--- src/include/rx_ctrl_cfg.svh ---
// Build-time settings of the receive command controller.
// Included by the RTL that decodes the settings bus or sizes its queues.
// Offsets are added to the base to form the register addresses.

`ifndef RX_CTRL_CFG_SVH
`define RX_CTRL_CFG_SVH

// Settings address of the command word.
`define RX_CTRL_BASE 8'd0

// Register offsets from the base.
`define RX_CTRL_OFS_CMD     8'd0
`define RX_CTRL_OFS_TIME_HI 8'd1
`define RX_CTRL_OFS_TIME_LO 8'd2
`define RX_CTRL_OFS_HALT    8'd3

// Command queue holds 32 entries.
`define RX_CMD_DEPTH_LOG2 5

// Error queue holds 32 beats, ten full packets and a bit.
`define RX_ERR_DEPTH_LOG2 5

`endif

--- src/hdl/rx_ctrl_pkg.sv ---
// Types shared by the receive command controller and its testbench.
// Referenced by scoped name from each file that needs them.

package rx_ctrl_pkg;

   // One queued command: control word on top, start time below.
   typedef struct packed {
      logic        send_imm; // Run without waiting for the time.
      logic        chain;    // Take the next command when this one ends.
      logic        reload;   // Repeat when the chain finds nothing.
      logic        stop;     // End streaming.
      logic [27:0] numlines;
      logic [63:0] rcvtime;
   } rx_cmd_t;

   // One beat of the error stream.
   typedef struct packed {
      logic        last;
      logic [63:0] data;
   } err_beat_t;

   // Code carried in the upper half of the last error beat.
   typedef enum logic [31:0] {
      ERR_LATE         = 32'd2,
      ERR_BROKEN_CHAIN = 32'd4,
      ERR_OVERRUN      = 32'd8
   } err_code_t;

   // Sequencer states. Each error has a header, time and data beat.
   typedef enum logic [3:0] {
      IDLE      = 4'd0,
      RUNNING   = 4'd1,
      OVR_HDR   = 4'd2,
      OVR_TIME  = 4'd3,
      OVR_DATA  = 4'd4,
      BRK_HDR   = 4'd5,
      BRK_TIME  = 4'd6,
      BRK_DATA  = 4'd7,
      LATE_HDR  = 4'd8,
      LATE_TIME = 4'd9,
      LATE_DATA = 4'd10
   } seq_state_t;

endpackage

--- src/hdl/stream_fifo.sv ---
// Short first-word-fall-through FIFO with valid/ready on both sides.
// The payload type is a parameter, so one block serves commands and error beats.
// i_clear empties it on the next edge.

`timescale 1ns/1ps

module stream_fifo #(
   parameter type T          = rx_ctrl_pkg::err_beat_t,
   parameter int  DEPTH_LOG2 = 5
) (
   input  logic clk,
   input  logic i_rst_n,
   input  logic i_clear,
   input  T     i_data,
   input  logic i_valid,
   output logic o_ready,
   output T     o_data,
   output logic o_valid,
   input  logic i_ready
);

   localparam logic [DEPTH_LOG2:0] DEPTH = 1 << DEPTH_LOG2;

   T                      mem [DEPTH];
   logic [DEPTH_LOG2-1:0] wr_ptr;
   logic [DEPTH_LOG2-1:0] rd_ptr;
   logic [DEPTH_LOG2:0]   count;
   logic                  push;
   logic                  pop;

   assign o_ready = (count != DEPTH); // Space left.
   assign o_valid = (count != '0);
   assign o_data  = mem[rd_ptr];      // Head shows without a read.

   assign push = i_valid & o_ready;
   assign pop  = o_valid & i_ready;

   always_ff @(posedge clk) begin
      if (push) begin
         mem[wr_ptr] <= i_data;
      end
   end

   always_ff @(posedge clk or negedge i_rst_n) begin
      if (!i_rst_n) begin
         wr_ptr <= '0;
         rd_ptr <= '0;
         count  <= '0;
      end else if (i_clear) begin
         wr_ptr <= '0;
         rd_ptr <= '0;
         count  <= '0;
      end else begin
         if (push) wr_ptr <= wr_ptr + 1'b1;
         if (pop)  rd_ptr <= rd_ptr + 1'b1;
         // Pointers wrap on their own; count tracks occupancy.
         if (push && !pop) begin
            count <= count + 1'b1;
         end else if (pop && !push) begin
            count <= count - 1'b1;
         end
      end
   end

endmodule

--- config.mk ---
export PLATFORM = sky130hd
export DESIGN_NAME = stream_fifo
export DESIGN_NICKNAME = d
export VERILOG_FILES = /design/src/include/rx_ctrl_cfg.svh /design/src/hdl/rx_ctrl_pkg.sv /design/src/hdl/stream_fifo.sv
export SDC_FILE = /design/constraint.sdc
export NUM_CORES = 2
export LEC_CHECK = 0
export BUFFER_PORTS_ARGS = -buffer_cell sky130_fd_sc_hd__buf_4
export CAP_MARGIN = 40
export CORE_MARGIN = 1.5
export CORE_UTILIZATION = 35
export CTS_CLUSTER_SIZE = 30
export DETAILED_ROUTE_END_ITERATION = 10
export PLACE_DENSITY_LB_ADDON = 0.2
export SYNTH_ARGS = -nofsm -noshare
export SYNTH_HDL_FRONTEND = slang
export SYNTH_SLANG_ARGS = --single-unit
--- constraint.sdc ---
create_clock -name clk -period 8.25 [get_ports clk]
set_input_delay 0.825 -clock clk [delete_from_list [all_inputs] [get_ports clk]]
set_output_delay 0.825 -clock clk [all_outputs]
set_load 0.02 [all_outputs]
==> results.md <==
- Avg Inst Size Synth: 21.9 sq um
- Worst EP arrival: 4.99 ns
- DRT iter0 DRCs: 3449
- Yosys cell types: 46
- Num rows: 175
- Vias in the first global route: 39200
- Slowest CP cell: a221oi_1
- Post-CTS Setup Repair Bufs: 0
- Area delta synth->final: 15.5%
- CTS Sinks: 2096
- Clk_lat worst skew: 0.86 ns
- Via density: 5.38
- LEAKAGE: 27.9 nW
- RePlAce Congestion: 0.713
- R2r setup slk: 4.66 ns
- Tcrit/Tclk final: 70.5%
- Design area: 92700 sq um
- Die Footprint: 232000 sq um
- Gr ovfl total: 0
- Final hold vios: 0
- Mapped cell area: 80200 sq um
- Setup crit end kind: output port
- Worst Setup Path Type: reg2out
- RSZ-0062 raised after global routing: false
- Slowest cell delay on critical path: 0.81 ns
- Post-synth top flop: edfxtp_1
- DP Wirelength: 112 mm
- EDFF count, synth: 2080
- Cells along the critical path: buf_4 > or3_2 > buf_4 > o22ai_1 > a221oi_1 > buf_4
- Critical path buffers and inverters: 3
- DR DRC count: 0
- Worst-margin pin slew: 1.09 ns
- Core area: 227000 sq um
- CTS Buf Count: 216
- Inst Count DP: 6717
- H-tree depth: 4
- Max VDD drop: 0.222 mV
- Clock root cell: clkbuf_16
- Reg2Reg Depth: 7
- # setup viols final: 0
- Cell family with most CP delay: buffers and inverters
- Min cycle time layout: 5.81 ns
- First drt pass iteration count: 5
- CTS resizes: 0
- Yosys warning count: 0
- R2r endpoint: mem[10][41]
- HP Class: in2reg
- Initial Util: 35.2%
- Max Cap Viol: 0
- Mapped Cells: 3659
- CTS tree: yes
- Synthesis-stage register bit count: 2096
- DR WL/cell: 29.6 microns
- Pre-CTS setup slack: 3.27 ns
- Seq. cell area: 62900 sq um
- Die width: 482 microns
- Port bufs: 136
- Vias: 38300
- Fraction of registers with async set/reset: 0.763%
- Cell Pwr Density: 271 nW/um^2
- Non-filler instance count after layout: 7122
- Clock slew at reported path FFs: 0.06 ns
- Pins Over Slew Limit: 0
- WHS Endpoint: rd_ptr[3]
- Total track usage: 18.1%
- Clock Tree Buf Depth: 3
- R2r startpoint: count[0]
- Final WS setup: 2.44 ns
- # fillers: 19900
- Net total in the final layout: 4009
- Hold wc startpoint: i_clear
- CP Launch Type: register
- Critical Path RT: 7.42 ns
- Setup_tns: 0 ns
- Area of the multi-input gates: 16600 sq um
- Dpl cell area: 85900 sq um
- DRT Wirelength: 211 mm
- I/O Pins: 137
- Worst rel slew slack: 27.6%
- CP Max Fanout: 40
- Status: finished clean
- Largest net degree at the start of global routing: 117
- Hold-critical path depth: 2
- Syn_nets: 3739
- Final ANT Viol Nets: 0
- Most common cell on crit path: buf_4
- Die H: 482 microns
- Cts hold-fix bufs: 1
- Max Freq: 172 MHz
- Sequential area share after synthesis: 78.4%
- First-pass GRT wire length: 298 mm
- Antenna violations before repair: 13
- Layout cells sized above 1: 25.0%
- Final clock skew: 0.0549 ns
layout make-up:
cell class	instances	area share, %
clock inverters	136	1.21
diodes	1	0.00270
clock buffers	265	6.05
multi-input cells	1348	17.9
flip-flops and latches	2096	67.9
inverters	6	0.0243
repair buffers	261	2.88
well taps	3009	4.06
placed cells by master, fill, tap and decap left out, types with 31 or more instances in the layout:
cell type	n
nor2_4	31
a22oi_1	106
clkbuf_1	48
nand2_1	79
clkbuf_16	217
a21oi_1	63
clkinv_1	63
edfxtp_1	2080
mux2_2	41
clkinv_2	36
a221oi_1	56
a21o_1	33
mux4_2	384
buf_4	212
o22ai_1	62
mux2i_1	368
sequential cells by signal (all words and copies together) (netlist names):
name    flops
count       6
mem      2080
rd_ptr      5
wr_ptr      5
layer usage:
metal,global-route usage (%),vias up,part of all wire [%]
met4,3.56,8,1.4
met5,0,-,0.023
met3,2.82,244,5.1
li1,-,16000,-
met1,25.7,21000,45
met2,29.6,1073,49
Yosys cell counts, types with 3 or more instances:
| library cell | number | share of area, % |
|---|---|---|
| edfxtp_1 | 2080 | 78 |
| mux4_2 | 384 | 11 |
| mux2i_1 | 368 | 4.6 |
| a22oi_1 | 106 | 0.99 |
| clkbuf_1 | 87 | 0.41 |
| nand2_1 | 80 | 0.37 |
| buf_2 | 74 | 0.46 |
| a21oi_1 | 63 | 0.39 |
| o22ai_1 | 62 | 0.48 |
| a221oi_1 | 56 | 0.61 |
| nor2_1 | 50 | 0.23 |
| mux2_2 | 41 | 0.58 |
| a21o_1 | 33 | 0.31 |
| buf_4 | 25 | 0.23 |
| a31oi_1 | 24 | 0.19 |
| buf_1 | 20 | 0.094 |
| dfrtp_1 | 16 | 0.50 |
| ha_1 | 9 | 0.14 |
| nand4_1 | 9 | 0.070 |
| o21ai_0 | 7 | 0.044 |
| a221o_1 | 6 | 0.075 |
| xor2_1 | 6 | 0.066 |
| inv_1 | 5 | 0.023 |
| nor2b_1 | 5 | 0.039 |
| nor3_1 | 5 | 0.031 |
| a211o_1 | 3 | 0.033 |
| buf_6 | 3 | 0.042 |
| nand3_1 | 3 | 0.019 |
| nand3b_1 | 3 | 0.028 |
| o21a_1 | 3 | 0.028 |
per-stage QoR:
| step | utilization, % | power (W) | hold WS (ns) |
|---|---|---|---|
| global placement | 37.4 | 0.0161 | 0.539 |
| floorplan | - | 0.0148 | 0.510 |
| detailed placement | 37.8 | 0.0161 | 0.543 |
| global route | 40.7 | 0.0261 | 0.311 |
| finish | 40.7 | 0.0251 | 0.344 |
| CTS | 40.7 | 0.0255 | 0.279 |
how the worst max path moves through the flow:
stage / start / to / slack, ns / cells after the start
after CTS: rd_ptr[2] / o_data[22] / 2.31 / 6
after global placement: rd_ptr[2] / o_data[22] / 3.35 / 6
after global routing: rd_ptr[0] / o_data[22] / 2.28 / 7
after detailed placement: rd_ptr[2] / o_data[22] / 3.27 / 6
after floorplan: i_valid / mem[23][0] / 1.56 / 4
final: rd_ptr[4] / o_data[22] / 2.44 / 6
cell families after synthesis:
kind of cell | Yosys count | share of synthesized area, %
xor+xnor | 8 | 0.0874
mux | 794 | 16.0
compound gates | 370 | 3.23
simple gates | 166 | 0.896
buf+inv | 215 | 1.27
fa+ha+maj | 10 | 0.165
flops | 2096 | 78.4
power breakdown:
part	total (W)	leakage, nW	switching (W)	internal (W)
logic	0.00388	5.71	0.00214	0.00174
registers	0.0119	18.9	0.0000914	0.0118
clock network	0.00933	3.29	0.00407	0.00526
total	0.0251	27.9	0.00630	0.0188
No activity file was read; power rests on OpenSTA's default activity.
