### src/include/rx_ctrl_cfg.svh
// Build-time settings of the receive command controller.
// Included by the RTL that decodes the settings bus or sizes its queues.
// Offsets are added to the base to form the register addresses.

`ifndef RX_CTRL_CFG_SVH
`define RX_CTRL_CFG_SVH

// Settings address of the command word.
`define RX_CTRL_BASE 8'd0

// Register offsets from the base.
`define RX_CTRL_OFS_CMD     8'd0
`define RX_CTRL_OFS_TIME_HI 8'd1
`define RX_CTRL_OFS_TIME_LO 8'd2
`define RX_CTRL_OFS_HALT    8'd3

// Command queue holds 32 entries.
`define RX_CMD_DEPTH_LOG2 5

// Error queue holds 32 beats, ten full packets and a bit.
`define RX_ERR_DEPTH_LOG2 5

`endif

### src/hdl/rx_ctrl_pkg.sv
// Types shared by the receive command controller and its testbench.
// Referenced by scoped name from each file that needs them.

package rx_ctrl_pkg;

   // One queued command: control word on top, start time below.
   typedef struct packed {
      logic        send_imm; // Run without waiting for the time.
      logic        chain;    // Take the next command when this one ends.
      logic        reload;   // Repeat when the chain finds nothing.
      logic        stop;     // End streaming.
      logic [27:0] numlines;
      logic [63:0] rcvtime;
   } rx_cmd_t;

   // One beat of the error stream.
   typedef struct packed {
      logic        last;
      logic [63:0] data;
   } err_beat_t;

   // Code carried in the upper half of the last error beat.
   typedef enum logic [31:0] {
      ERR_LATE         = 32'd2,
      ERR_BROKEN_CHAIN = 32'd4,
      ERR_OVERRUN      = 32'd8
   } err_code_t;

   // Sequencer states. Each error has a header, time and data beat.
   typedef enum logic [3:0] {
      IDLE      = 4'd0,
      RUNNING   = 4'd1,
      OVR_HDR   = 4'd2,
      OVR_TIME  = 4'd3,
      OVR_DATA  = 4'd4,
      BRK_HDR   = 4'd5,
      BRK_TIME  = 4'd6,
      BRK_DATA  = 4'd7,
      LATE_HDR  = 4'd8,
      LATE_TIME = 4'd9,
      LATE_DATA = 4'd10
   } seq_state_t;

endpackage

### src/hdl/cmd_if.sv
// Head-of-queue command and halt handshake between the command queue
// and the sequencer. The queue offers, the sequencer pops.

`timescale 1ns/1ps

interface cmd_if;

   logic                  cmd_valid; // Head entry present.
   rx_ctrl_pkg::rx_cmd_t  cmd;       // Head entry.
   logic                  halt;      // Halt requested by the host.
   logic                  cmd_pop;   // One-cycle pop of the head.
   logic                  halt_done; // Clears halt and flushes the queue.

   modport queue (
      output cmd_valid, cmd, halt,
      input  cmd_pop, halt_done
   );

   modport seq (
      input  cmd_valid, cmd, halt,
      output cmd_pop, halt_done
   );

endinterface

### src/hdl/rx_cmd_sequencer.sv
// Runs queued commands against the sample path.
// Starts a command at once or at its time, counts sample lines, then ends,
// chains or repeats. Failures go out as three-beat error packets.

`timescale 1ns/1ps

module rx_cmd_sequencer (
   input  logic                   clk,
   input  logic                   i_rst_n,
   input  logic                   i_clear,
   input  logic [63:0]            i_vita_time,
   input  logic                   i_strobe,
   input  logic                   i_full,
   input  logic [11:0]            i_seqnum,
   input  logic [31:0]            i_sid,
   cmd_if.seq                     cs,
   output logic                   o_run,
   output logic                   o_eob,
   output rx_ctrl_pkg::err_beat_t o_err_beat,
   output logic                   o_err_valid,
   input  logic                   i_err_ready
);

   rx_ctrl_pkg::seq_state_t state;
   rx_ctrl_pkg::seq_state_t state_nxt;
   rx_ctrl_pkg::err_code_t  err_code;
   logic [27:0]             lines_left;
   logic [27:0]             repeat_lines;
   logic                    chain_sav;
   logic                    reload_sav;
   logic                    now;
   logic                    late;
   logic                    last_line;
   logic                    load_cmd;
   logic                    reload_cmd;
   logic                    count_dn;

   // Head command's time against the sample clock.
   assign now       = (i_vita_time == cs.cmd.rcvtime);
   assign late      = (i_vita_time > cs.cmd.rcvtime);
   assign last_line = (lines_left == 28'd1);

   always_comb begin
      state_nxt    = state;
      cs.cmd_pop   = 1'b0;
      cs.halt_done = 1'b0;
      load_cmd     = 1'b0;
      reload_cmd   = 1'b0;
      count_dn     = 1'b0;
      case (state)
         rx_ctrl_pkg::IDLE: begin
            if (cs.cmd_valid) begin
               if (cs.cmd.stop) begin
                  cs.cmd_pop = 1'b1; // Consume it, stay idle.
               end else if (late && !cs.cmd.send_imm) begin
                  cs.cmd_pop = 1'b1;
                  state_nxt  = rx_ctrl_pkg::LATE_HDR;
               end else if (now || cs.cmd.send_imm) begin
                  cs.cmd_pop = 1'b1;
                  load_cmd   = 1'b1;
                  state_nxt  = rx_ctrl_pkg::RUNNING;
               end
            end
         end
         rx_ctrl_pkg::RUNNING: begin
            if (i_strobe) begin
               if (i_full) begin
                  state_nxt = rx_ctrl_pkg::OVR_HDR; // Framing buffer overran.
               end else if (last_line) begin
                  if (cs.halt) begin
                     cs.halt_done = 1'b1;
                     state_nxt    = rx_ctrl_pkg::IDLE;
                  end else if (chain_sav) begin
                     if (cs.cmd_valid) begin
                        cs.cmd_pop = 1'b1;
                        load_cmd   = 1'b1;
                        if (cs.cmd.stop) state_nxt = rx_ctrl_pkg::IDLE;
                     end else if (reload_sav) begin
                        reload_cmd = 1'b1;
                     end else begin
                        state_nxt = rx_ctrl_pkg::BRK_HDR;
                     end
                  end else begin
                     state_nxt = rx_ctrl_pkg::IDLE;
                  end
               end else begin
                  count_dn = 1'b1;
               end
            end
         end
         // Error beats step only when the error queue takes them.
         rx_ctrl_pkg::OVR_HDR:   if (i_err_ready) state_nxt = rx_ctrl_pkg::OVR_TIME;
         rx_ctrl_pkg::OVR_TIME:  if (i_err_ready) state_nxt = rx_ctrl_pkg::OVR_DATA;
         rx_ctrl_pkg::OVR_DATA:  if (i_err_ready) state_nxt = rx_ctrl_pkg::IDLE;
         rx_ctrl_pkg::BRK_HDR:   if (i_err_ready) state_nxt = rx_ctrl_pkg::BRK_TIME;
         rx_ctrl_pkg::BRK_TIME:  if (i_err_ready) state_nxt = rx_ctrl_pkg::BRK_DATA;
         rx_ctrl_pkg::BRK_DATA:  if (i_err_ready) state_nxt = rx_ctrl_pkg::IDLE;
         rx_ctrl_pkg::LATE_HDR:  if (i_err_ready) state_nxt = rx_ctrl_pkg::LATE_TIME;
         rx_ctrl_pkg::LATE_TIME: if (i_err_ready) state_nxt = rx_ctrl_pkg::LATE_DATA;
         rx_ctrl_pkg::LATE_DATA: if (i_err_ready) state_nxt = rx_ctrl_pkg::IDLE;
         default:                state_nxt = rx_ctrl_pkg::IDLE;
      endcase
   end

   always_ff @(posedge clk or negedge i_rst_n) begin
      if (!i_rst_n) begin
         state        <= rx_ctrl_pkg::IDLE;
         lines_left   <= '0;
         repeat_lines <= '0;
         chain_sav    <= 1'b0;
         reload_sav   <= 1'b0;
      end else if (i_clear) begin
         state        <= rx_ctrl_pkg::IDLE;
         lines_left   <= '0;
         repeat_lines <= '0;
         chain_sav    <= 1'b0;
         reload_sav   <= 1'b0;
      end else begin
         state <= state_nxt;
         if (load_cmd) begin
            lines_left   <= cs.cmd.numlines;
            repeat_lines <= cs.cmd.numlines; // Kept for reload.
            chain_sav    <= cs.cmd.chain;
            reload_sav   <= cs.cmd.reload;
         end else if (reload_cmd) begin
            lines_left <= repeat_lines;
         end else if (count_dn) begin
            lines_left <= lines_left - 28'd1;
         end
      end
   end

   assign o_run = (state == rx_ctrl_pkg::RUNNING);

   // Burst ends here unless the stream carries on into more lines.
   assign o_eob = o_run && i_strobe && last_line &&
                  (!chain_sav || (cs.cmd_valid && cs.cmd.stop) ||
                   (!cs.cmd_valid && !reload_sav) || cs.halt);

   always_comb begin
      o_err_beat  = '0;
      o_err_valid = 1'b1;
      err_code    = rx_ctrl_pkg::ERR_OVERRUN;
      case (state)
         rx_ctrl_pkg::BRK_DATA:  err_code = rx_ctrl_pkg::ERR_BROKEN_CHAIN;
         rx_ctrl_pkg::LATE_DATA: err_code = rx_ctrl_pkg::ERR_LATE;
         default:                err_code = rx_ctrl_pkg::ERR_OVERRUN;
      endcase
      case (state)
         rx_ctrl_pkg::OVR_HDR, rx_ctrl_pkg::BRK_HDR, rx_ctrl_pkg::LATE_HDR: begin
            o_err_beat.data = {4'hF, i_seqnum, 16'd24, i_sid}; // Packet header.
         end
         rx_ctrl_pkg::OVR_TIME, rx_ctrl_pkg::BRK_TIME, rx_ctrl_pkg::LATE_TIME: begin
            o_err_beat.data = i_vita_time;
         end
         rx_ctrl_pkg::OVR_DATA, rx_ctrl_pkg::BRK_DATA, rx_ctrl_pkg::LATE_DATA: begin
            o_err_beat.data = {err_code, 32'd0};
            o_err_beat.last = 1'b1;
         end
         default: o_err_valid = 1'b0; // Idle or running.
      endcase
   end

endmodule

### src/flat_wrapper.sv
// flat-port wrapper written by rule: the top's interface ports become plain ports
module rx_cmd_sequencer_flat 
  (clk, i_rst_n, i_clear, i_vita_time, i_strobe, i_full, i_seqnum, i_sid, o_run, o_eob, o_err_beat, o_err_valid, i_err_ready, cs_cmd_valid, cs_cmd, cs_halt, cs_cmd_pop, cs_halt_done);
  cmd_if cs_i ();
  input  logic clk;
  input  logic i_rst_n;
  input  logic i_clear;
  input  logic [63:0] i_vita_time;
  input  logic i_strobe;
  input  logic i_full;
  input  logic [11:0] i_seqnum;
  input  logic [31:0] i_sid;
  output logic o_run;
  output logic o_eob;
  output rx_ctrl_pkg::err_beat_t o_err_beat;
  output logic o_err_valid;
  input  logic i_err_ready;
  input wire logic [$bits(cs_i.cmd_valid)-1:0] cs_cmd_valid;
  input wire logic [$bits(cs_i.cmd)-1:0] cs_cmd;
  input wire logic [$bits(cs_i.halt)-1:0] cs_halt;
  output wire logic [$bits(cs_i.cmd_pop)-1:0] cs_cmd_pop;
  output wire logic [$bits(cs_i.halt_done)-1:0] cs_halt_done;
  assign cs_i.cmd_valid = cs_cmd_valid;
  assign cs_i.cmd = cs_cmd;
  assign cs_i.halt = cs_halt;
  assign cs_cmd_pop = cs_i.cmd_pop;
  assign cs_halt_done = cs_i.halt_done;
  rx_cmd_sequencer u_core (.clk(clk), .i_rst_n(i_rst_n), .i_clear(i_clear), .i_vita_time(i_vita_time), .i_strobe(i_strobe), .i_full(i_full), .i_seqnum(i_seqnum), .i_sid(i_sid), .cs(cs_i), .o_run(o_run), .o_eob(o_eob), .o_err_beat(o_err_beat), .o_err_valid(o_err_valid), .i_err_ready(i_err_ready));
endmodule
### config.mk
export PLATFORM = sky130hd
export DESIGN_NAME = rx_cmd_sequencer_flat
export DESIGN_NICKNAME = d
export VERILOG_FILES = /design/src/include/rx_ctrl_cfg.svh /design/src/hdl/rx_ctrl_pkg.sv /design/src/hdl/cmd_if.sv /design/src/hdl/rx_cmd_sequencer.sv /design/src/flat_wrapper.sv
export SDC_FILE = /design/constraint.sdc
export NUM_CORES = 1
export LEC_CHECK = 0
export BUFFER_PORTS_ARGS = -buffer_cell sky130_fd_sc_hd__buf_2
export CAP_MARGIN = 20
export CORE_MARGIN = 2
export CORE_UTILIZATION = 44
export DETAILED_ROUTE_END_ITERATION = 10
export PLACE_DENSITY = 0.79
export SLEW_MARGIN = 0
export SYNTH_ARGS = -nofsm -noshare
export SYNTH_HDL_FRONTEND = slang
export SYNTH_SLANG_ARGS = --single-unit
### constraint.sdc
create_clock -name clk -period 4.44 [get_ports clk]
set_clock_uncertainty 0.15 [all_clocks]
set_input_delay 1.332 -clock clk [delete_from_list [all_inputs] [get_ports clk]]
set_output_delay 1.332 -clock clk [all_outputs]
set_load 0.01 [all_outputs]
==> impl_metrics.yaml <==
clock_network:
  clockRootBuffer: "clkbuf_16"
  clk_pin_slew_ps: 50
  cts.sinks: 62
  clk_path_buf_depth: 2
  clk_latency_ps: 330
  cts_tree: "yes"
  cts_made_buffers: 9
  cts_htree_levels: 3
logic_synthesis:
  syn_nets: 1088
  synth_edf_count: 0
  synth_fa_ha_area_frac: 0.133
  ys.flop_type: "dfrtp_1"
  synthCells: 810
  syn_area_um2: 6230
  async_flop_share: 1.00
  yosysUniqueCellTypes: 64
  synth_top_family_by_area: "compound AO/OA/AOI/OAI gates"
  synth_seq_cells: 62
  synthMuxAreaShare: 0.00502
  syn_area_per_cell_um2: 7.69
  synth_xor_area_frac: 0.00281
  synth-simple-area-share: 0.177
  yosys_warnings: 0
  yosysSeqAreaShare: 0.249
  synth_compound_area_frac: 0.342
floorplan:
  die_w_um: 123
  coreArea_um2: 13800
  ios: 282
  row_count: 43
  initial_core_util: 0.450
  dieArea_um2: 15100
  fp.dieH_um: 123
layout:
  fin_area_um2: 9000
  instances_no_fill: 1305
  areaGrowthSynthToFinish_pct: 44.5
  final_common_cell: "buf_2"
  fin_nets: 1397
  layout-drive-gt1-share: 0.387
  n_fill_cell: 1193
  final_cell_mix: "buf_2 (268), a21oi_1 (96), inv_1 (74)"
sta:
  worst_pin_slew_ps: 939
  fin_crit_ps: 4820
  post-route-period-util: 1.08
  whs_ps: 393
  finalSetupViolations: 1
  slew_headroom: 0.368
  hold_viol: 0
  fin_ws_ps: -376
  maxSlewViolCount: 0
  fmax_ghz: 0.208
  rsz0062_at_grt: "yes"
route:
  vias: 7714
  drtIter0Drc: 606
  postRouteAntennaNets: 0
  drcViolationCount: 0
  wirelength_mm: 25.0
  via_per_inst: 5.91
  drt_first_pass_iters: 5
  wl_per_cell_um: 19.2
placement:
  place_area_um2: 8260
  dp.final_hpwl_mm: 18.6
  place_ws_ps: -481
  gp_congestion: 0.923
  port_buffers: 281
  dp_cells: 1283
worst_setup_path:
  cp-start-kind: "primary input"
  r2r-start: "u_core.state[1]$_DFFE_PN0P_"
  critical_path_peak_fanout: 4
  worstPathArrival_ps: 3330
  end_kind: "output pin"
  worstSetupPathType: "in2out"
  reg2reg_to: "u_core.lines_left[17]$_DFFE_PN0P_"
  r2r_setup_slack_ps: 950
  required_ps: 2960
  reg2reg_depth: 8
worst_hold_path:
  hold_depth: 2
  holdPathEnd: "u_core.repeat_lines[2]$_DFFE_PN0P_"
  worstHoldPathType: "reg2reg"
  min_from: "u_core.repeat_lines[2]$_DFFE_PN0P_"
pwr:
  p_per_area_nw_per_um2: 264
  p_leak_uw: 0.00462
  ir_drop_v: 0.000226
global_route:
  antenna_found_initial: 0
  grt_pass1_wl_mm: 37.7
  grt_overflow: 0
  track_usage: 0.320
  grt_max_degree: 57
  grt_pass1_vias: 7287
flow_run:
  cap_viol_max_count: 0
outcome:
  status: "complete, but fails checks"
  violations: "negative setup slack"
## final cells by class
type                            instances  area [um^2]  share of cell area
Antenna cell                            1         2.50            0.000278
Inverter                               87          327              0.0363
Timing Repair Buffer                  353         2040               0.227
Multi-Input combinational cell        606         4520               0.502
Tap cell                              180          225              0.0250
Clock inverter                          5         81.3             0.00904
Clock buffer                           11          253              0.0281
Sequential cell                        62         1550               0.172
## how the worst max path moves through the flow
stage | to | start | slack, ps
floorplan | cs_cmd_pop | cs_cmd[21] | 3
global placement | cs_cmd_pop | i_vita_time[35] | -450
detailed placement | cs_cmd_pop | i_vita_time[35] | -480
CTS | cs_cmd_pop | cs_cmd[20] | -300
global route | cs_cmd_pop | cs_cmd[22] | -470
finish | cs_cmd_pop | cs_cmd[22] | -380
## timing repair
action	4_1_cts	5_1_grt
hold buffers	0	0
hold endpoints to repair	0	0
resized for setup	58	1
endpoints found under the setup margin	1	1
setup buffers	3	2
pin swaps	33	3
## critical path: stages
cell     delay (ps)
buf_2           100
inv_1            80
ha_4            210
nand4_1         180
nor2_1           70
a221o_1         300
o311a_1         300
o31ai_2         280
a21oi_1         100
o21a_1          230
buf_2           160
## state kept, by name, indices dropped and copies added, names as in the netlist
register             flops
u_core.lines_left       28
u_core.repeat_lines     28
u_core.state             4
u_core.chain_sav         1
u_core.reload_sav        1
## Yosys cell counts, drive strengths merged (9+ instances only)
cell / n / area (um^2)
a22o: 47 / 412
dfrtp: 62 / 1550
inv: 87 / 327
nand2: 33 / 124
a22oi: 9 / 67.6
o21ai: 77 / 385
a21oi: 105 / 548
a21o: 21 / 158
ha: 66 / 826
clkbuf: 47 / 176
nor2: 35 / 131
nand4: 17 / 106
nor3: 13 / 65.1
o22ai: 9 / 56.3
nand3: 42 / 210
and2: 14 / 87.6
nor4: 11 / 68.8
## kinds of logic after synthesis
family	count (synthesis)
xor+xnor	2
buf+inv	142
compound gates	328
flops	62
mux	3
fa+ha+maj	66
simple gates	207
## per-stage QoR
step / total power (uW) / TNS, ps / utilization
global placement: 1520 / -454 / 0.598
CTS: 2350 / -302 / 0.649
detailed placement: 1540 / -481 / 0.598
global route: 2490 / -466 / 0.651
finish: 2370 / -376 / 0.651
floorplan: 1160 / 0 / -
## power breakdown
group / switching, uW / leakage (uW) / internal [uW]
sequential: 37.4 / 0.000854 / 600
clock: 257 / 0.000162 / 522
combinational: 540 / 0.00361 / 417
## layer usage
layer,global-route usage,share of wire
met5,0,0
met2,0.551,0.48
met4,0.159,0.046
met3,0.0540,0.079
met1,0.384,0.39
No activity file was read; power rests on OpenSTA's default activity.
