**config.mk**
```make
export PLATFORM = sky130hd
export DESIGN_NAME = rx_cmd_queue_flat
export DESIGN_NICKNAME = d
export VERILOG_FILES = /design/src/hdl/rx_ctrl_pkg.sv /design/src/hdl/cmd_if.sv /design/src/hdl/stream_fifo.sv /design/src/hdl/rx_cmd_queue.sv /design/src/flat_wrapper.sv
export VERILOG_INCLUDE_DIRS = /design/src /design/src/include
export SDC_FILE = /design/constraint.sdc
export NUM_CORES = 2
export LEC_CHECK = 0
export ABC_AREA = 1
export BUFFER_PORTS_ARGS = -buffer_cell sky130_fd_sc_hd__buf_2
export CAP_MARGIN = 20
export CELL_PAD_IN_SITES_DETAIL_PLACEMENT = 1
export CELL_PAD_IN_SITES_GLOBAL_PLACEMENT = 1
export CORE_MARGIN = 2
export CORE_UTILIZATION = 45
export CTS_BUF_LIST = sky130_fd_sc_hd__clkbuf_8
export DETAILED_ROUTE_END_ITERATION = 16
export GPL_ROUTABILITY_DRIVEN = 0
export PLACE_DENSITY = 0.82
export RECOVER_POWER = 25
export SLEW_MARGIN = 20
export SYNTH_ARGS = -nofsm -noshare
export SYNTH_HDL_FRONTEND = slang
export SYNTH_SLANG_ARGS = --single-unit
```
**constraint.sdc**
```tcl
create_clock -name clk -period 15.3 [get_ports clk]
set_input_delay 0.765 -clock clk [delete_from_list [all_inputs] [get_ports clk]]
set_output_delay 0.765 -clock clk [all_outputs]
set_load 0.05 [all_outputs]
```
**src/include/rx_ctrl_cfg.svh**
```systemverilog
// Build-time settings of the receive command controller.
// Included by the RTL that decodes the settings bus or sizes its queues.
// Offsets are added to the base to form the register addresses.

`ifndef RX_CTRL_CFG_SVH
`define RX_CTRL_CFG_SVH

// Settings address of the command word.
`define RX_CTRL_BASE 8'd0

// Register offsets from the base.
`define RX_CTRL_OFS_CMD     8'd0
`define RX_CTRL_OFS_TIME_HI 8'd1
`define RX_CTRL_OFS_TIME_LO 8'd2
`define RX_CTRL_OFS_HALT    8'd3

// Command queue holds 32 entries.
`define RX_CMD_DEPTH_LOG2 5

// Error queue holds 32 beats, ten full packets and a bit.
`define RX_ERR_DEPTH_LOG2 5

`endif

```
**src/hdl/rx_ctrl_pkg.sv**
```systemverilog
// Types shared by the receive command controller and its testbench.
// Referenced by scoped name from each file that needs them.

package rx_ctrl_pkg;

   // One queued command: control word on top, start time below.
   typedef struct packed {
      logic        send_imm; // Run without waiting for the time.
      logic        chain;    // Take the next command when this one ends.
      logic        reload;   // Repeat when the chain finds nothing.
      logic        stop;     // End streaming.
      logic [27:0] numlines;
      logic [63:0] rcvtime;
   } rx_cmd_t;

   // One beat of the error stream.
   typedef struct packed {
      logic        last;
      logic [63:0] data;
   } err_beat_t;

   // Code carried in the upper half of the last error beat.
   typedef enum logic [31:0] {
      ERR_LATE         = 32'd2,
      ERR_BROKEN_CHAIN = 32'd4,
      ERR_OVERRUN      = 32'd8
   } err_code_t;

   // Sequencer states. Each error has a header, time and data beat.
   typedef enum logic [3:0] {
      IDLE      = 4'd0,
      RUNNING   = 4'd1,
      OVR_HDR   = 4'd2,
      OVR_TIME  = 4'd3,
      OVR_DATA  = 4'd4,
      BRK_HDR   = 4'd5,
      BRK_TIME  = 4'd6,
      BRK_DATA  = 4'd7,
      LATE_HDR  = 4'd8,
      LATE_TIME = 4'd9,
      LATE_DATA = 4'd10
   } seq_state_t;

endpackage

```
**src/hdl/cmd_if.sv**
```systemverilog
// Head-of-queue command and halt handshake between the command queue
// and the sequencer. The queue offers, the sequencer pops.

`timescale 1ns/1ps

interface cmd_if;

   logic                  cmd_valid; // Head entry present.
   rx_ctrl_pkg::rx_cmd_t  cmd;       // Head entry.
   logic                  halt;      // Halt requested by the host.
   logic                  cmd_pop;   // One-cycle pop of the head.
   logic                  halt_done; // Clears halt and flushes the queue.

   modport queue (
      output cmd_valid, cmd, halt,
      input  cmd_pop, halt_done
   );

   modport seq (
      input  cmd_valid, cmd, halt,
      output cmd_pop, halt_done
   );

endinterface

```
**src/hdl/stream_fifo.sv**
```systemverilog
// Short first-word-fall-through FIFO with valid/ready on both sides.
// The payload type is a parameter, so one block serves commands and error beats.
// i_clear empties it on the next edge.

`timescale 1ns/1ps

module stream_fifo #(
   parameter type T          = rx_ctrl_pkg::err_beat_t,
   parameter int  DEPTH_LOG2 = 5
) (
   input  logic clk,
   input  logic i_rst_n,
   input  logic i_clear,
   input  T     i_data,
   input  logic i_valid,
   output logic o_ready,
   output T     o_data,
   output logic o_valid,
   input  logic i_ready
);

   localparam logic [DEPTH_LOG2:0] DEPTH = 1 << DEPTH_LOG2;

   T                      mem [DEPTH];
   logic [DEPTH_LOG2-1:0] wr_ptr;
   logic [DEPTH_LOG2-1:0] rd_ptr;
   logic [DEPTH_LOG2:0]   count;
   logic                  push;
   logic                  pop;

   assign o_ready = (count != DEPTH); // Space left.
   assign o_valid = (count != '0);
   assign o_data  = mem[rd_ptr];      // Head shows without a read.

   assign push = i_valid & o_ready;
   assign pop  = o_valid & i_ready;

   always_ff @(posedge clk) begin
      if (push) begin
         mem[wr_ptr] <= i_data;
      end
   end

   always_ff @(posedge clk or negedge i_rst_n) begin
      if (!i_rst_n) begin
         wr_ptr <= '0;
         rd_ptr <= '0;
         count  <= '0;
      end else if (i_clear) begin
         wr_ptr <= '0;
         rd_ptr <= '0;
         count  <= '0;
      end else begin
         if (push) wr_ptr <= wr_ptr + 1'b1;
         if (pop)  rd_ptr <= rd_ptr + 1'b1;
         // Pointers wrap on their own; count tracks occupancy.
         if (push && !pop) begin
            count <= count + 1'b1;
         end else if (pop && !push) begin
            count <= count - 1'b1;
         end
      end
   end

endmodule

```
**src/hdl/rx_cmd_queue.sv**
```systemverilog
// Settings-bus side of the controller.
// Assembles a command from the command word and the two time words,
// queues it on the time-low write, and keeps the host's halt request.

`timescale 1ns/1ps

`include "rx_ctrl_cfg.svh"

module rx_cmd_queue (
   input  logic        clk,
   input  logic        i_rst_n,
   input  logic        i_clear,
   input  logic        i_set_stb,
   input  logic [7:0]  i_set_addr,
   input  logic [31:0] i_set_data,
   cmd_if.queue        cq
);

   logic [31:0]          cmd_word;
   logic [31:0]          time_hi;
   logic                 wr_cmd;
   logic                 wr_time_hi;
   logic                 wr_time_lo;
   logic                 wr_halt;
   rx_ctrl_pkg::rx_cmd_t new_cmd;

   assign wr_cmd     = i_set_stb && (i_set_addr == `RX_CTRL_BASE + `RX_CTRL_OFS_CMD);
   assign wr_time_hi = i_set_stb && (i_set_addr == `RX_CTRL_BASE + `RX_CTRL_OFS_TIME_HI);
   assign wr_time_lo = i_set_stb && (i_set_addr == `RX_CTRL_BASE + `RX_CTRL_OFS_TIME_LO);
   assign wr_halt    = i_set_stb && (i_set_addr == `RX_CTRL_BASE + `RX_CTRL_OFS_HALT);

   // Command and upper time wait here for the time-low write.
   always_ff @(posedge clk) begin
      if (wr_cmd)     cmd_word <= i_set_data;
      if (wr_time_hi) time_hi  <= i_set_data;
   end

   // Flags and line count sit in the command word, same order as the struct.
   assign new_cmd = rx_ctrl_pkg::rx_cmd_t'({cmd_word, time_hi, i_set_data});

   // Halt stays set until the sequencer acts on it.
   always_ff @(posedge clk or negedge i_rst_n) begin
      if (!i_rst_n) begin
         cq.halt <= 1'b0;
      end else if (i_clear || cq.halt_done) begin
         cq.halt <= 1'b0;
      end else if (wr_halt) begin
         cq.halt <= 1'b1;
      end
   end

   // A write to a full queue is dropped, the bus cannot wait.
   stream_fifo #(
      .T          (rx_ctrl_pkg::rx_cmd_t),
      .DEPTH_LOG2 (`RX_CMD_DEPTH_LOG2)
   ) i_cmd_fifo (
      .clk     (clk),
      .i_rst_n (i_rst_n),
      .i_clear (i_clear | cq.halt_done), // Halt flushes pending commands.
      .i_data  (new_cmd),
      .i_valid (wr_time_lo),
      .o_ready (),
      .o_data  (cq.cmd),
      .o_valid (cq.cmd_valid),
      .i_ready (cq.cmd_pop)
   );

endmodule

```
**src/flat_wrapper.sv**
```systemverilog
// flat-port wrapper written by rule: the top's interface ports become plain ports
module rx_cmd_queue_flat 
  (clk, i_rst_n, i_clear, i_set_stb, i_set_addr, i_set_data, cq_cmd_valid, cq_cmd, cq_halt, cq_cmd_pop, cq_halt_done);
  cmd_if cq_i ();
  input  logic clk;
  input  logic i_rst_n;
  input  logic i_clear;
  input  logic i_set_stb;
  input  logic [7:0] i_set_addr;
  input  logic [31:0] i_set_data;
  output wire logic [$bits(cq_i.cmd_valid)-1:0] cq_cmd_valid;
  output wire logic [$bits(cq_i.cmd)-1:0] cq_cmd;
  output wire logic [$bits(cq_i.halt)-1:0] cq_halt;
  input wire logic [$bits(cq_i.cmd_pop)-1:0] cq_cmd_pop;
  input wire logic [$bits(cq_i.halt_done)-1:0] cq_halt_done;
  assign cq_cmd_valid = cq_i.cmd_valid;
  assign cq_cmd = cq_i.cmd;
  assign cq_halt = cq_i.halt;
  assign cq_i.cmd_pop = cq_cmd_pop;
  assign cq_i.halt_done = cq_halt_done;
  rx_cmd_queue u_core (.clk(clk), .i_rst_n(i_rst_n), .i_clear(i_clear), .i_set_stb(i_set_stb), .i_set_addr(i_set_addr), .i_set_data(i_set_data), .cq(cq_i));
endmodule
```
==> reports/qor.log <==
INFO  routing        post-route-drc-count=0
INFO  clocking       clk_slew_on_worst_s_h_paths=0.06ns
INFO  worst_setup_path end_kind=output pin
INFO  placed_design  placement.io_buffers=143
INFO  grt            antenna_found_initial=28
INFO  synthesis      netlist_area=0.124mm^2
INFO  timing         final.period_utilization=0.523
INFO  outcome        failing_checks=max-capacitance violations, max-slew violations
INFO  placed_design  placedInstanceArea=0.128mm^2
INFO  synthesis      synth-main-ff-cell=sky130_fd_sc_hd__edfxtp_1
INFO  synthesis      register_bit_total_from_synthesis=3153
INFO  routing        detail_route.wirelength=414000um
INFO  timing         hold_violations=0
INFO  synthesis      synth_sequential_area_ratio=0.765
INFO  final_layout   fin_util=0.498
INFO  synthesis      postSynth.asyncResetShare=0.00539
INFO  timing         timing.final.max_slew_violations=984
INFO  worst_setup_path cp_max_fo=104
INFO  grt            wire_length_of_the_first_global_routing_pass=594000um
INFO  clocking       cts_tree=done
INFO  clocking       worst_skew_pair.late_latency=1.06ns
INFO  final_layout   area_delta_synth_final=10.1%
INFO  clocking       cts_repair_resize_count=0
INFO  timing         final.setup.tns=0ns
INFO  final_layout   nNetsFinal=9784
INFO  die            floorplan.die_area=0.279mm^2
INFO  synthesis      synth.top_cells.by_count=sky130_fd_sc_hd__edfxtp_1 (3136), sky130_fd_sc_hd__nor2_1 (2305), sky130_fd_sc_hd__o21ai_0 (1312), sky130_fd_sc_hd__nand2_1 (786), sky130_fd_sc_hd__o22ai_1 (413)
INFO  grt            gr-total-overflow=0
INFO  pwr            intPower=12.9mW
INFO  run            maxCapViolations=28
INFO  clocking       cts.htree.levels=5
INFO  worst_setup_path critPathLaunchType=register
INFO  worst_setup_path timing.critical_path.slowest_cell_delay=1.00ns
INFO  worst_setup_path critical_path.n_buffers_inverters=5
INFO  final_layout   final_cells=13684
INFO  synthesis      syn_nets=9685
INFO  final_layout   layout.cell_area.non_filler=0.136mm^2
INFO  synthesis      yosysMostFrequentCell=sky130_fd_sc_hd__edfxtp_1
INFO  placed_design  post-place-cells=12832
INFO  timing         worst_slew_pin_slew=2.33ns
INFO  timing         rsz0062_at_grt=false
INFO  grt            number_of_global_route_vias_before_repair=89773
INFO  timing         finalSetupViolCount=0
INFO  pwr            share_seq_of_total_power=0.560
INFO  die            floorplan.die.width=528um
INFO  worst_setup_path crit_family=buffers and inverters
INFO  outcome        result_of_the_run=finished with violations
INFO  pwr            ir_worst_vdd=0.0694mV
INFO  die            die_y=528um
INFO  clocking       clock_sinks=3153
INFO  pwr            power_switching=3.96mW
INFO  routing        avgRoutedWirePerCell=30.2um
INFO  pwr            leakage=45.3nW
INFO  timing         fmax=0.125GHz
INFO  synthesis      synth-warning-count=0
INFO  routing        met2WireLength=199000um
INFO  synthesis      synth_top_cells_by_area=sky130_fd_sc_hd__edfxtp_1 (76%), sky130_fd_sc_hd__nor2_1 (7.0%), sky130_fd_sc_hd__o21ai_0 (5.3%)
INFO  worst_setup_path setup.worst_path.class=register to output pin
INFO  worst_setup_path crit_path_cell_trace=buf_4 > buf_4 > buf_4 > buf_4 > nor2_1 > nor2_1 > o21ai_0 > o21ai_1 > o21ai_0 > nor2_1 > nor2_1 > nor2_1 > buf_2
INFO  grt            grt_usage=0.289
INFO  pwr            combPwrFrac=0.050
INFO  routing        antenna_violating_nets_post_route=0
INFO  routing        detail_route.iter0.violations=12466
INFO  routing        via_density=6.28
INFO  routing        vias=85876
INFO  clocking       cts_inserted_buffers=475
INFO  routing        detailedRoute.firstPassIterationCount=6
INFO  worst_setup_path critPathSlowestCell=sky130_fd_sc_hd__buf_4
INFO  timing         finalWorstPathRequiredPeriod=8.00ns
INFO  routing        top_layer_used=met5
INFO  synthesis      syn_avg_cell_area=12.8um^2
INFO  clocking       cts_hold_buf=1
INFO  grt            grt_max_degree=250
INFO  worst_setup_path cp.arrival=7.23ns
INFO  synthesis      synth_largest_type_area_fraction=0.761
INFO  timing         fin_worst_skew=0.0540ns
INFO  worst_setup_path worst_ep_required_time=14.53ns
INFO  final_layout   drive_gt1_frac=0.0832
INFO  die            placeableCoreArea=0.274mm^2
INFO  die            floorplan.initialDensity=0.452
INFO  synthesis      synth.largest_area_cell=sky130_fd_sc_hd__edfxtp_1
INFO  worst_setup_path timing.critical_path.mode_cell=sky130_fd_sc_hd__nor2_1
INFO  placed_design  hpwlAfterDp=189000um
INFO  die            boundaryPins=144
INFO  clocking       cts-root-to-sink-buffers=4
INFO  clocking       clk_root_buffer_cell=sky130_fd_sc_hd__clkbuf_8
INFO  final_layout   nFillCells=27484
INFO  die            floorplan.rows=192
INFO  pwr            p_per_area=123mW/mm^2
INFO  routing        wl_met1=149000um
INFO  synthesis      synth_edf_count=3136
INFO  timing         worst_slew_margin_rel=-0.554
INFO  pwr            netSwitchingFraction=0.235
INFO  pwr            clkPwrFrac=0.389
INFO  worst_hold_path worst_hold_path_type=primary input to register
INFO  routing        met3WireLength=41700um
INFO  synthesis      syn_inst=9629
INFO  clocking       post-cts-setup-buffers=0
INFO  synthesis      yosys.cell_types.count=30
==> per-stage QoR <==
stage          hold WS (ns)  total power, mW  setup WS [ns]
3_5_place_dp          0.496             10.4           8.56
4_1_cts              0.0185             16.8           7.46
6_report             0.0754             16.8           7.30
2_1_floorplan         0.469             10.2           6.66
5_1_grt               0.125             17.2           7.00
3_3_place_gp          0.499             10.4           8.71
==> logic make-up after synthesis <==
kind of cell	after synthesis	share of synthesized area
AO/OA/AOI/OAI	2262	0.0982
XOR/XNOR	3	0.000212
adder cells (fa/ha/maj)	10	0.00107
buffers and inverters	721	0.0260
flip-flops	3153	0.765
AND/OR/NAND/NOR	3480	0.110
==> final timing paths <==
| kind | startpoint | end | slack [ns] | cells past startpoint |
|---|---|---|---|---|
| hold reg to reg | u_core.cq.halt | u_core.cq.halt | 0.50 | 2 |
| max in group asynchronous | i_rst_n | u_core.i_cmd_fifo.rd_ptr[1] | 13.93 | 2 |
| hold / removal | i_set_addr[2] | u_core.cq.halt | 0.08 | 4 |
| setup / recovery | u_core.i_cmd_fifo.rd_ptr[0] | cq_cmd[45] | 7.30 | 13 |
| setup reg to reg | u_core.i_cmd_fifo.count[5] | u_core.i_cmd_fifo.mem[4][62] | 10.21 | 7 |
| min in group asynchronous | i_rst_n | u_core.cq.halt | 0.50 | 2 |
==> sequential cells by signal, indices dropped and copies added, names as in the netlist <==
register                  cells
u_core.i_cmd_fifo.rd_ptr      5
u_core.i_cmd_fifo.wr_ptr      5
u_core.time_hi               32
u_core.i_cmd_fifo.count       6
u_core.cmd_word              32
u_core.i_cmd_fifo.mem      3072
u_core.cq.halt                1
==> layout make-up <==
class,instances,area [um^2],area share
tap,3589,4490,0.0330
clock buffer,486,6690,0.0491
sequential,3153,94600,0.694
inverter,82,362,0.00265
clock inverter,348,1940,0.0143
multi-input combinational,5755,26100,0.192
antenna,10,25.0,0.000184
timing repair buffer,261,1990,0.0146
==> worst reg2reg max path, delay by kind of cell, from the launching register on <==
family,cells,cell delay [ns]
DFF,1,0.42
buffers and inverters,3,2.16
and+or+nand+nor,4,2.05
==> metal layers <==
layer	vias up	track usage
met1	43412	0.361
met4	16	0.155
met3	1396	0.0515
li1	35148	-
met5	-	0
met2	5904	0.478
==> cells in the final DEF (no fill, tap or decap), drive strengths merged, types with 10 or more instances in the layout <==
cell type     n
bufinv       19
inv         221
buf         222
nand3       374
o22ai       413
dfrtp        17
nand2       786
diode        10
clkbuf      524
a21oi        39
edfxtp     3136
o21ai      1685
clkinv      183
o211ai      123
nor2       2306
==> power by group through the flow <==
stage | sequential [mW] | clock, mW | combinational, mW
2_1_floorplan | 9.59 | 0 | 0.560
3_3_place_gp | 9.60 | 0 | 0.769
3_5_place_dp | 9.60 | 0 | 0.827
4_1_cts | 9.42 | 6.55 | 0.839
5_1_grt | 9.42 | 6.90 | 0.916
6_report | 9.42 | 6.55 | 0.848
(Power assumes the default switching activity.)
